### config.mk
export PLATFORM = sky130hd
export DESIGN_NAME = lc_rx_queue
export DESIGN_NICKNAME = d
export VERILOG_FILES = /design/src/rtl/lc_pkg.sv /design/src/rtl/lc_rx_queue.sv
export SDC_FILE = /design/constraint.sdc
export NUM_CORES = 1
export LEC_CHECK = 0
export BUFFER_PORTS_ARGS = -buffer_cell sky130_fd_sc_hd__buf_4
export CORE_MARGIN = 10
export CORE_UTILIZATION = 50
export CTS_CLUSTER_SIZE = 25
export DETAILED_ROUTE_END_ITERATION = 10
export PLACE_DENSITY = 0.71
export SYNTH_ARGS = -nofsm -noshare
export SYNTH_HDL_FRONTEND = slang
export SYNTH_SLANG_ARGS = --single-unit
### constraint.sdc
create_clock -name CLK -period 2.84 [get_ports CLK]
set_clock_uncertainty 0.1 [all_clocks]
set_input_delay 0.284 -clock CLK [delete_from_list [all_inputs] [get_ports CLK]]
set_output_delay 0.284 -clock CLK [all_outputs]
set_load 0.1 [all_outputs]
### src/rtl/lc_pkg.sv
`default_nettype none

package lc_pkg;

	// Bus word geometry
	localparam int ADDR_WIDTH = 8;
	localparam int DATA_WIDTH = 32;
	localparam int FUNC_WIDTH = 4;

	// Register entry is 24 bits, index rides in the top byte of a bus word
	localparam int RF_DATA_WIDTH = 24;
	localparam int RF_IDX_WIDTH = DATA_WIDTH - RF_DATA_WIDTH;

	localparam int MEM_ADDR_WIDTH = 8;

	// Function codes from the low address bits
	localparam logic [FUNC_WIDTH-1:0] FUNC_RF_WRITE = 4'd0;
	localparam logic [FUNC_WIDTH-1:0] FUNC_MEM_WRITE = 4'd1;
	localparam logic [FUNC_WIDTH-1:0] FUNC_MEM_READ = 4'd2;
	localparam logic [FUNC_WIDTH-1:0] FUNC_RF_READ = 4'd3;

	// One queued receive word
	typedef struct packed {
		logic [DATA_WIDTH-1:0] data;
		logic [FUNC_WIDTH-1:0] func;
		logic last;
		logic fail;
	} rx_word_t;

	// One word handed to the transmit side
	typedef struct packed {
		logic [ADDR_WIDTH-1:0] addr;
		logic [DATA_WIDTH-1:0] data;
		logic pend;
		logic prio;
	} tx_word_t;

	// Register write with independent half loads
	typedef struct packed {
		logic [RF_IDX_WIDTH-1:0] idx;
		logic [RF_DATA_WIDTH-1:0] data;
		logic lsb_load;
		logic msb_load;
	} rf_wr_t;

endpackage

`default_nettype wire

### src/rtl/lc_rx_queue.sv
`timescale 1ns/100ps
`default_nettype none

module lc_rx_queue #(
	parameter int BUF_SIZE = 4
) (
	input wire logic CLK,
	input wire logic resetn_local,
	input wire logic rx_req,
	input wire logic rx_fail,
	input wire logic [lc_pkg::ADDR_WIDTH-1:0] rx_addr,
	input wire logic [lc_pkg::DATA_WIDTH-1:0] rx_data,
	input wire logic rx_pend,
	input wire logic pop,
	output logic rx_ack,
	output logic valid,
	output lc_pkg::rx_word_t word
);
	import lc_pkg::*;

	localparam int PTR_W = (BUF_SIZE > 1) ? $clog2(BUF_SIZE) : 1;
	localparam int CNT_W = $clog2(BUF_SIZE + 1);

	rx_word_t buffer [BUF_SIZE];
	logic [PTR_W-1:0] wr_ptr;
	logic [PTR_W-1:0] rd_ptr;
	logic [CNT_W-1:0] count;
	logic push;
	logic take;

	function automatic logic [PTR_W-1:0] next_ptr(input logic [PTR_W-1:0] p);
		return (p == PTR_W'(BUF_SIZE - 1)) ? '0 : p + 1'b1;
	endfunction

	// Only acknowledge when a slot is free, full queue stalls the bus
	assign push = !rx_ack && (rx_req || rx_fail) && (count != CNT_W'(BUF_SIZE));
	assign valid = (count != '0);
	assign take = pop && valid;
	assign word = buffer[rd_ptr];

	always_ff @(posedge CLK or negedge resetn_local)
	begin
		if (!resetn_local)
		begin
			rx_ack <= 1'b0;
			wr_ptr <= '0;
			rd_ptr <= '0;
			count <= '0;
		end
		else
		begin
			// Four-phase: drop ack once both req and fail are gone
			if (push)
				rx_ack <= 1'b1;
			else if (rx_ack && !rx_req && !rx_fail)
				rx_ack <= 1'b0;
			if (push)
				wr_ptr <= next_ptr(wr_ptr);
			if (take)
				rd_ptr <= next_ptr(rd_ptr);
			if (push && !take)
				count <= count + 1'b1;
			else if (take && !push)
				count <= count - 1'b1;
		end
	end

	always_ff @(posedge CLK)
	begin
		if (push)
		begin
			buffer[wr_ptr] <= '{
				data: rx_data,
				func: rx_addr[FUNC_WIDTH-1:0],
				last: !rx_pend,
				fail: rx_fail
			};
		end
	end

endmodule

`default_nettype wire

After elaboration in Yosys (flattened, before gate mapping):

Memory sizes are Yosys's and may differ from the RTL's.
Index checks and enable logic that the tools add are counted.

* equality and inequality tests: 3
* reductions and logical operators: 17
* mux-type cells: 8
* add/sub/neg operators: 4

Operator list (number)
* 1-bit logical AND: 7
* 1-bit zero test: 6
* 3-bit 2-to-1 mux: 2
* 2-bit by 1-bit adder with 2-bit output, second input constant: 2
* 2-bit == test, second input constant: 2
* 1-bit 2-to-1 mux: 4
* 2-bit 2-to-1 mux: 2
* 2-bit nonzero test: 2
* 3-bit by 1-bit adder with 3-bit output, second input constant: 1
* 3-bit != test, second input constant: 1
* 3-bit nonzero test: 1
* 3-bit by 1-bit subtractor with 3-bit output, second input constant: 1
* 1-bit logical OR: 1

* RAM bits: 152
* word-level logic and storage cells: 37
* output and inout bits: 40
* bits of input ports: 46
* register bits after elaboration: 8
* memories: 1

Memories
* buffer: words 4, width 38, read ports 1, clocked after memory_dff 0, wr ports 1, line lc_rx_queue.sv:24 `rx_word_t buffer [BUF_SIZE];`

Depth between registers and ports, before layout:

Gate-level depths: netlist (run 1).

* depth in word-level cells: 7
* mapped depth: 8
* gate-level depth less buffers: 8

Least setup slack after synthesis (run 1):

No wires, ideal clock.

* kind: reg2reg
* start point: register rx_ack
* end point: register count[2]
* clock period less this slack: 2.412 ns
* cell stages (with the launch flop): 8
* setup slack: 0.428 ns
* path buffers: 0
* required time: 2.661 ns
* arrival time: 2.233 ns
* library setup time: 0.079 ns
* path through: dfrtp_1 -> a211oi_4 -> ha_1 -> inv_1 -> fa_1 -> xor2_1 -> nor2_1 -> xor2_1

* longest elaborated chain between the ends: 6
* elaborated cells between the ends (all ways): 8
* those cells by class: mux (1); reduce/logical (7)

Ends and longest elaborated chain
* start, declared: line lc_rx_queue.sv:15 `output logic rx_ack,`
* start signal, assigned: line lc_rx_queue.sv:45 `rx_ack <= 1'b0;`
* start signal, assigned: line lc_rx_queue.sv:54 `rx_ack <= 1'b1;`
* start signal, assigned: line lc_rx_queue.sv:56 `rx_ack <= 1'b0;`
* 1-bit zero test *: line lc_rx_queue.sv:36 `assign push = !rx_ack && (rx_req || rx_fail) && (count != CNT_W'(BUF_SIZE));`
* 1-bit logical AND * (2 in series): line lc_rx_queue.sv:36
* named net push: line lc_rx_queue.sv:28 `logic push;`
* 1-bit zero test: line lc_rx_queue.sv:63 `else if (take && !push)`
* 1-bit logical AND: line lc_rx_queue.sv:63
* 2-bit nonzero test (no source line)
* end signal, assigned: line lc_rx_queue.sv:62 `count <= count + 1'b1;`
* end signal, assigned: line lc_rx_queue.sv:64 `count <= count - 1'b1;`
* end, declared: line lc_rx_queue.sv:27 `logic [CNT_W-1:0] count;`

The timed path passes the listed nets; every way through them passes the cells marked *.
A chain may end at the register's enable or synchronous reset.

==> results of run 1 <==
sequential cells by signal, summed over array words and instances (netlist names):
signal  count
wr_ptr      2
count       3
rx_ack      1
rd_ptr      2
buffer    152
how the worst min path moves through the flow:
stage                 start  cells after the start  slack, ns            to
6_report            rx_pend                      2       0.07  buffer[0][1]
5_1_grt             rx_pend                      2       0.07  buffer[3][1]
2_1_floorplan  resetn_local                      0      -0.11      count[0]
4_1_cts             rx_pend                      2       0.06  buffer[0][1]
3_3_place_gp   resetn_local                      1      0.007      count[0]
3_5_place_dp   resetn_local                      1      0.008      count[0]
area by class of cell:
type | instances | share of cell area (%)
Clock buffer | 17 | 5.42
Clock inverter | 15 | 2.52
Inverter | 5 | 0.239
Multi-Input combinational cell | 66 | 14.5
Sequential cell | 160 | 60.7
Tap cell | 143 | 2.28
Timing Repair Buffer | 127 | 14.3
timing repair:
item / 4_1_cts / 5_1_grt
buffers inserted: 0 / 0
endpoints found under the hold margin: 156 / 0
hold buffers: 38 / 0
synthesized netlist by cell type:
library cell    n  share of area [%]
edfxtp_1      152                 76
mux4_2         38                 14
dfrtp_1         8                3.3
ha_1            6                1.3
inv_1           5               0.31
and2_2          4               0.50
buf_6           4               0.75
nor2_1          4               0.25
buf_2           3               0.25
mux2_2          3               0.56
clkbuf_1        2               0.13
mux2_4          2               0.50
xor2_1          2               0.29
a211oi_4        1               0.33
a31oi_1         1               0.10
fa_1            1               0.33
nand2_2         1               0.10
nor2_2          1               0.10
or3_4           1               0.19
xnor2_1         1               0.15
cells in the final DEF (no fill, tap or decap), types with 2 or more instances in the layout:
cell type      instances
bufinv_16              5
mux2_2                 3
clkbuf_16             17
edfxtp_1             152
mux2_4                 2
clkinv_2               4
clkinv_1               5
and2_2                 4
buf_4                 83
dfrtp_2                2
xor2_1                 2
dfrtp_1                6
mux4_2                38
inv_1                  5
nor2_1                 4
dlygate4sd3_1         38
buf_12                 6
ha_1                   6
metal layers:
layer	global-route usage [%]	share of wire, %	vias up
li1	-	-	1283
met4	6.02	1.8	0
met1	16.1	39	1488
met5	0	0	-
met2	22.6	53	69
met3	5.55	6.0	16
through the flow:
step / util (%) / hold slack, ns / setup WS (ns)
after floorplan: - / -0.112 / 0.428
after global routing: 67.9 / 0.0739 / 0.231
after detailed placement: 59.2 / 0.00795 / 0.575
after CTS: 67.9 / 0.0595 / 0.285
after global placement: 59.2 / 0.00668 / 0.635
final: 67.9 / 0.0722 / 0.348
worst max-delay path, delay by kind of cell (launching register included):
| kind | cells | cell delay, ns |
|---|---|---|
| mux | 1 | 0.55 |
| buf+inv | 2 | 0.51 |
| flops | 1 | 0.62 |
cells by family (layout without fill, tap and decap cells):
logic type	Yosys count	count (layout)
DFF	160	160
buffers and inverters	14	164
and+or+nand+nor	11	11
xor gates and xnor gates	3	3
adders and majority gates	7	7
AOI/OAI and AO/OA	2	2
muxes	43	43
==> metrics.md, run 1 <==
| Metric | Value |
|---|---|
| Vias in the first global route | `3,185` |
| Xor and xnor area share after synthesis | `0.439%` |
| Share of the synthesized area in compound gates (AO/OA/AOI/OAI) | `0.439%` |
| Start of the worst register-to-register path | `count[0]` |
| Capture point of the worst path | `word[28]` |
| Overall via count from detail_route | `2,856` |
| Type of destination of the critical path | `output port` |
| Share of synthesized area occupied by flip-flops and latches | `79.6%` |
| Number of pins with negative max-slew slack in the final report | `0` |
| Worst Path Required | `2.46 ns` |
| R2R setup slack | `0.59 ns` |
| Die area | `16,800 um2` |
| Synthesized-area fraction occupied by adder cells | `1.59%` |
| Register Area | `4770 um2` |
| Fraction of final layout cells with drive strength greater than 1 | `43.3%` |
| Total detailed-routing wirelength | `10.9 mm` |
| Worst-Skew Late Latency | `0.42 ns` |
| Cell at the root of the clock tree | `clkbuf_16` |
| Number of DRC violations after detailed-routing iteration 0 | `170` |
| Crit-path cells | `buf_12 -> mux4_2 -> buf_4` |
| Min Clock Period, post-route | `2.49 ns` |
| Core Rows | `39` |
| Critical path launch point | `rd_ptr[0]` |
| Total global-route track usage | `13.9%` |
| Critical Path Start Type | `register` |
| Detailed-routing iteration count for the pre-antenna-repair pass | `4` |
| Count of inserted antenna diode cells | `0` |
| Cell count of the worst reg-to-reg path | `8` |
| Non-filler cells, final | `533` |
| Synthesized netlist cell count | `240` |
| Status | `complete, no violations` |
| Final hold viol count | `0` |
| Instance area at placement | `6840 um2` |
| Final worst-path cycle share | `87.7%` |
| Global placement routability congestion | `0.690` |
| RR Endpoint | `count[2]` |
| Vertical extent of the die | `129 um` |
| Worst slew pin tran | `0.405 ns` |
| Design area | `7850 um2` |
| Setup violators final | `0` |
| Post-detailed-route count of antenna-violating nets | `0` |
| TritonCTS Sinks | `160` |
| TritonCTS buffer count | `17` |
| Net count, final | `430` |
| Total DRC errors in the routed layout | `0` |
| Worst slew margin relative to its limit | `73.0%` |
| Total congestion overflow | `0` |
| Maximum number of pins on one net before global-route repair | `35` |
| Type of the worst min-delay path | `in2reg` |
| Number of instances resized during post-cts repair | `0` |
| Synth warn | `0` |
| Cell area after synthesis | `5990 um2` |
| Setup TNS | `0 ns` |
| Initial standard-cell utilization of the core | `51.8%` |
| Synthesized flop and latch total | `160` |
| Largest fanout of any net on the critical path | `17` |
| Number of violations of the max-capacitance limit | `0` |
| Multi-input combinational cell area | `1140 um2` |
| Bufs on Longest Clock Path | `2` |
| Core region area | `11,600 um2` |
| Number of antenna violations at the first check in global routing | `0` |
| Clk pin slew, worst setup/hold paths | `0.06 ns` |
| Max incr delay on CP | `0.62 ns` |
| Via count normalized by instance count | `5.36` |
| Dominant combinational cell family by area after synthesis | `multiplexers` |
| Max Freq | `0.401 GHz` |
| Arrival time at the worst endpoint | `2.11 ns` |
| CTS tree | `built` |
| Net count of the mapped netlist | `293` |
| H-tree depth | `4` |
| Netlist cell types | `20` |
| Simple-gate area share of the yosys netlist | `1.15%` |
| Setup repair after global routing missed its margin | `false` |
| Post-Place Cells | `463` |
| Number of port buffers | `81` |
| Chip Width | `129 um` |
| Area growth from synthesis to layout | `31.1%` |
| Critical path type | `reg2out` |
| Portion of netlist area occupied by mux cells | `15.4%` |
| Avg Synthesized Cell Area | `24.9 um2` |
| CP max-delay cell | `dfrtp_2` |
| Layout fillers | `703` |
| IO Count | `86` |
| Global-route wire length before repair | `17.1 mm` |
| Post-DR wirelength/cell | `20.5 um` |
Power of run 1 is not shown: default switching activity piles up to over one toggle a cycle in this logic, so the estimate is an artifact.
==> inputs of run 2 (changes only) <==
--- a/config.mk
+++ b/config.mk
@@ -6,11 +6,13 @@
 export NUM_CORES = 1
 export LEC_CHECK = 0
 export BUFFER_PORTS_ARGS = -buffer_cell sky130_fd_sc_hd__buf_4
+export CELL_PAD_IN_SITES_DETAIL_PLACEMENT = 0
+export CELL_PAD_IN_SITES_GLOBAL_PLACEMENT = 1
 export CORE_MARGIN = 10
 export CORE_UTILIZATION = 50
 export CTS_CLUSTER_SIZE = 25
 export DETAILED_ROUTE_END_ITERATION = 10
-export PLACE_DENSITY = 0.71
+export PLACE_DENSITY_LB_ADDON = 0.1
 export SYNTH_ARGS = -nofsm -noshare
 export SYNTH_HDL_FRONTEND = slang
 export SYNTH_SLANG_ARGS = --single-unit
==> constraint.sdc (replaced) <==
create_clock -name CLK -period 2.6 [get_ports CLK]
set_clock_uncertainty 0.1 [all_clocks]
set_input_delay 0.26 -clock CLK [delete_from_list [all_inputs] [get_ports CLK]]
set_output_delay 0.26 -clock CLK [all_outputs]
set_load 0.1 [all_outputs]
==> metrics.md, run 2 (same netlist as run 1, synthesis figures left out) <==
| Metric | Value |
|---|---|
| Total congestion overflow | `0 (unchanged)` |
| Non-filler cells, final | `537 (+0.75%)` |
| Overall via count from detail_route | `2,799 (-2.0%)` |
| Die area | `16,800 um2 (unchanged)` |
| Largest regs | `buffer x152, count x3` |
| Critical Path Start Type | `register` |
| Post-Place Cells | `467 (+0.86%)` |
| Count of inserted antenna diode cells | `0 (unchanged)` |
| Crit-path cells | `buf_12 -> mux4_2 -> buf_4` |
| Area growth from synthesis to layout | `32.4%` |
| Arrival time at the worst endpoint | `2.06 ns (-0.05 ns)` |
| Setup violators final | `0 (unchanged)` |
| Global-route wire length before repair | `17.1 mm (-0.44%)` |
| Clk pin slew, worst setup/hold paths | `0.06 ns (about the same)` |
| Multi-input combinational cell area | `1140 um2 (unchanged)` |
| Setup TNS | `0 ns (unchanged)` |
| Global placement routability congestion | `0.684 (-0.90%)` |
| Core region area | `11,600 um2 (unchanged)` |
| Max incr delay on CP | `0.56 ns (-0.06 ns)` |
| Final worst-path cycle share | `92.9%` |
| Number of flip-flops in the largest register | `152 (unchanged)` |
| Min Clock Period, post-route | `2.42 ns` |
| TritonCTS Sinks | `160 (unchanged)` |
| Worst slew pin tran | `0.393 ns (-0.0115 ns)` |
| Setup repair after global routing missed its margin | `false` |
| Post-detailed-route count of antenna-violating nets | `0 (unchanged)` |
| Status | `complete, no violations` |
| CP max-delay cell | `dfrtp_4` |
| Register Area | `4770 um2 (about the same)` |
| TritonCTS buffer count | `17 (unchanged)` |
| Final hold viol count | `0 (unchanged)` |
| Number of DRC violations after detailed-routing iteration 0 | `209 (+23%)` |
| Largest fanout of any net on the critical path | `22 (+5)` |
| H-tree depth | `4 (unchanged)` |
| Total global-route track usage | `13.8% (-0.12 points)` |
| Number of antenna violations at the first check in global routing | `0 (unchanged)` |
| Chip Width | `129 um (unchanged)` |
| Bufs on Longest Clock Path | `2 (unchanged)` |
| Via count normalized by instance count | `5.21 (-2.7%)` |
| Initial standard-cell utilization of the core | `51.8% (unchanged)` |
| Total DRC errors in the routed layout | `0 (unchanged)` |
| Number of pins with negative max-slew slack in the final report | `0 (unchanged)` |
| Net count, final | `434 (+0.93%)` |
| Type of destination of the critical path | `output port` |
| Most common cell after layout, fill and taps aside | `edfxtp_1` |
| Worst-Skew Late Latency | `0.42 ns (about the same)` |
| Vertical extent of the die | `129 um (unchanged)` |
| Maximum number of pins on one net before global-route repair | `31 (-11%)` |
| Hold slack final | `0.0406 ns (-0.0316 ns)` |
| Register with the most flip-flops | `buffer` |
| Critical path type | `reg2out` |
| Type of the worst min-delay path | `in2reg` |
| Number of violations of the max-capacitance limit | `0 (unchanged)` |
| Core Rows | `39 (unchanged)` |
| Setup Buffers After CTS | `0 (unchanged)` |
| Max Freq | `0.414 GHz` |
| Cell at the root of the clock tree | `clkbuf_16` |
| Number of port buffers | `81 (unchanged)` |
| Detailed-routing iteration count for the pre-antenna-repair pass | `4 (unchanged)` |
| Fraction of final layout cells with drive strength greater than 1 | `44.7% (+1.3 points)` |
| Layout fillers | `730 (+3.8%)` |
| CTS tree | `built` |
| Post-DR wirelength/cell | `19.9 um (-3.1%)` |
| IO Count | `86 (unchanged)` |
| Total detailed-routing wirelength | `10.7 mm (-2.4%)` |
| Worst Path Required | `2.24 ns (-0.22 ns)` |
| Vias in the first global route | `3,143 (-1.3%)` |
| Worst slew margin relative to its limit | `73.8% (+0.77 points)` |
| Dpl hpwl | `6.71 mm` |
| Leading cell types in the layout, fill and taps excluded | `edfxtp_1, buf_4, mux4_2, dlygate4sd3_1, clkbuf_16` |
## run 2: cell count changes in the layout (fill, tap and decap cells not counted)
cell	delta
buf_12	+2
buf_4	+2
clkinv_1	-3
clkinv_2	-2
clkinv_4	+1
clkinvlp_4	+3
dfrtp_2	-1
dfrtp_4	+1
inv_6	+1
## run 2: routing by layer
layer | track usage, % | share of wire, % | vias up | wire (um)
met2 | 21.8 | 50 | 67 | 5320
li1 | - | - | 1288 | -
met1 | 16.5 | 42 | 1431 | 4470
met3 | 5.06 | 6.3 | 13 | 676
met5 | 0 | 0 | - | 0
met4 | 6.94 | 1.9 | 0 | 206
## run 2: worst paths after layout
path,from,to,cells past startpoint,slack (ns)
setup / recovery,rd_ptr[0],word[8],3,0.18
hold / removal,rx_pend,buffer[1][1],2,0.04
setup reg to reg,count[0],count[2],8,0.40
hold reg to reg,wr_ptr[1],wr_ptr[1],1,0.48
max in group asynchronous,resetn_local,rd_ptr[0],2,2.16
min in group asynchronous,resetn_local,wr_ptr[0],2,0.09
## run 2: layout make-up
type / count / share of cell area [%]
repair buffers: 131 / 14.9
inverters: 5 / 0.237
clock inverters: 15 / 2.73
well taps: 143 / 2.26
multi-input cells: 66 / 14.3
clock buffers: 17 / 5.37
flip-flops and latches: 160 / 60.2
## run 2: what timing repair did
item / 4_1_cts / 5_1_grt
setup endpoints to repair: 0 / 11
hold buffers: 38 / 0
hold endpoints to repair: 156 / 0
gates resized for setup: 0 / 1
## run 2: metrics by stage
step	worst slack (ns)	utilization (%)	area, um2
6_report	0.183	68.5	7920
5_1_grt	0.0671	68.5	7920
4_1_cts	0.0395	68.5	7920
3_5_place_dp	0.400	59.7	6900
3_3_place_gp	0.426	59.7	6900
2_1_floorplan	0.188	-	5990
## run 2: critical path: cells and delay by family (launching register included)
kind | cells | cell delay, ns
DFF | 1 | 0.56
buffers and inverters | 2 | 0.50
muxes | 1 | 0.55
Power of run 2 is left out for the same reason.
==> inputs of run 3 (changes only) <==
--- a/config.mk
+++ b/config.mk
@@ -8,7 +8,7 @@
 export BUFFER_PORTS_ARGS = -buffer_cell sky130_fd_sc_hd__buf_4
 export CELL_PAD_IN_SITES_DETAIL_PLACEMENT = 0
 export CELL_PAD_IN_SITES_GLOBAL_PLACEMENT = 1
-export CORE_MARGIN = 10
+export CORE_MARGIN = 3
 export CORE_UTILIZATION = 50
 export CTS_CLUSTER_SIZE = 25
 export DETAILED_ROUTE_END_ITERATION = 10
==> metrics.md, run 3 (same netlist as run 1, synthesis figures left out) <==
| Metric | Value |
|---|---|
| Status | `complete, no violations` |
| Area growth from synthesis to layout | `30.7%` |
| Via count normalized by instance count | `5.25 (+0.64%)` |
| IO Count | `86 (unchanged)` |
| Worst slew pin tran | `0.521 ns (+0.128 ns)` |
| Worst slew margin relative to its limit | `65.3% (-8.5 points)` |
| Number of antenna violations at the first check in global routing | `0 (unchanged)` |
| Core Rows | `39 (unchanged)` |
| Number of violations of the max-capacitance limit | `0 (unchanged)` |
| Number of flip-flops in the largest register | `152 (unchanged)` |
| Setup violators final | `0 (unchanged)` |
| Overall via count from detail_route | `2,817 (+0.64%)` |
| Delay-heaviest family, CP | `flip-flops` |
| Number of DRC violations after detailed-routing iteration 0 | `139 (-33%)` |
| Net count, final | `435 (+0.23%)` |
| Vias in the first global route | `2,960 (-5.8%)` |
| Number of pins with negative max-slew slack in the final report | `0 (unchanged)` |
| Arrival time at the worst endpoint | `2.00 ns (-0.06 ns)` |
| Critical Path Start Type | `register` |
| Max incr delay on CP | `0.70 ns (+0.14 ns)` |
| Worst-Skew Late Latency | `0.41 ns (about the same)` |
| H-tree depth | `4 (unchanged)` |
| CP max-delay cell | `dfrtp_2` |
| Core region area | `11,600 um2 (unchanged)` |
| Largest regs | `buffer x152, count x3` |
| Setup TNS | `0 ns (unchanged)` |
| Register with the most flip-flops | `buffer` |
| Chip Width | `115 um (-11%)` |
| Type of destination of the critical path | `output port` |
| Buffering stage count on the worst path with inverters included | `2 (unchanged)` |
| Detailed-routing iteration count for the pre-antenna-repair pass | `4 (unchanged)` |
| Setup Buffers After CTS | `0 (unchanged)` |
| Most common cell after layout, fill and taps aside | `edfxtp_1` |
| Vertical extent of the die | `115 um (-11%)` |
| CTS tree | `built` |
| Setup repair after global routing missed its margin | `false` |
| Min Clock Period, post-route | `2.36 ns (-0.0582 ns)` |
| Maximum number of pins on one net before global-route repair | `30 (-3.2%)` |
| TritonCTS Sinks | `160 (unchanged)` |
| Global placement routability congestion | `0.777 (+14%)` |
| Post-DR wirelength/cell | `19.1 um (-4.0%)` |
| Count of inserted antenna diode cells | `0 (unchanged)` |
| Leading cell types in the layout, fill and taps excluded | `edfxtp_1, buf_4, mux4_2, dlygate4sd3_1, clkbuf_16` |
| Fraction of final layout cells with drive strength greater than 1 | `43.9% (-0.76 points)` |
| Post-detailed-route count of antenna-violating nets | `0 (unchanged)` |
| Total detailed-routing wirelength | `10.2 mm (-4.0%)` |
| Cell at the root of the clock tree | `clkbuf_16` |
| Type of the worst min-delay path | `in2reg` |
| Initial standard-cell utilization of the core | `51.8% (unchanged)` |
| Worst Path Required | `2.24 ns (about the same)` |
| Total global-route track usage | `16.7% (+3.0 points)` |
| Bufs on Longest Clock Path | `2 (unchanged)` |
| Final worst-path cycle share | `90.7% (-2.2 points)` |
| TritonCTS buffer count | `17 (unchanged)` |
| Worst Hold Depth | `2 (unchanged)` |
| Most repeated library cell on the critical path | `buf_4` |
| Total congestion overflow | `0 (unchanged)` |
| Cell count of the worst reg-to-reg path | `8 (unchanged)` |
| WP depth | `3 (unchanged)` |
| Crit-path cells | `buf_4 -> mux4_2 -> buf_4` |
| Max Freq | `0.424 GHz (+2.5%)` |
| Number of port buffers | `81 (unchanged)` |
| Number of instances resized during post-cts repair | `0 (unchanged)` |
| Layout fillers | `745 (+2.1%)` |
| Largest fanout of any net on the critical path | `21 (-4.5%)` |
| Die area | `13,300 um2 (-20%)` |
| Clk pin slew, worst setup/hold paths | `0.06 ns (about the same)` |
| Dpl hpwl | `6.19 mm (-7.8%)` |
| Critical path type | `reg2out` |
| Number of buffers inserted by hold repair at cts | `38 (unchanged)` |
| Total DRC errors in the routed layout | `0 (unchanged)` |
| Final hold viol count | `0 (unchanged)` |
| Global-route wire length before repair | `15.8 mm (-7.6%)` |
## run 3: cell count changes in the layout (fill, tap and decap cells not counted), sizes merged
cell / previous run / this run
inv: 6 / 5
buf: 93 / 94
bufinv: 5 / 2
clkinv: 6 / 9
## run 3: layer usage
metal  track usage (%)  vias to the layer above  share of wire [%]
met5                 0                        -                  0
met4              8.45                        0                1.8
met3              4.75                       14                4.3
met2              27.0                       73                 51
met1              21.0                     1441                 42
li1                  -                     1289                  -
## run 3: final cells by class
| cell class | count | area [um2] | share of cell area [%] |
|---|---|---|---|
| flip-flops and latches | 160 | 4770 | 60.9 |
| inverters | 5 | 18.8 | 0.240 |
| repair buffers | 132 | 1170 | 15.0 |
| clock buffers | 17 | 425 | 5.44 |
| well taps | 143 | 179 | 2.29 |
| clock inverters | 14 | 125 | 1.60 |
| multi-input cells | 66 | 1140 | 14.5 |
## run 3: worst paths after layout
kind | to | start | slack (ns)
worst max register to register | count[2] | count[0] | 0.34
worst min register to register | wr_ptr[1] | wr_ptr[1] | 0.48
worst min-delay path | buffer[3][1] | rx_pend | 0.06
min in group asynchronous | count[0] | resetn_local | 0.10
max in group asynchronous | rd_ptr[0] | resetn_local | 2.15
worst max-delay path | word[14] | rd_ptr[1] | 0.24
## run 3: stage by stage
stage	worst slack (ns)	utilization (%)	std cells	hold slack, ns	instance area [um2]
finish	0.242	67.7	537	0.0596	7830
global route	0.131	67.7	537	0.0470	7830
CTS	0.173	67.7	537	0.0408	7830
detailed placement	0.361	59.6	468	-0.0153	6890
global placement	0.392	59.6	468	-0.0141	6890
floorplan	0.188	-	240	-0.136	5990
Power of run 3 is left out for the same reason.
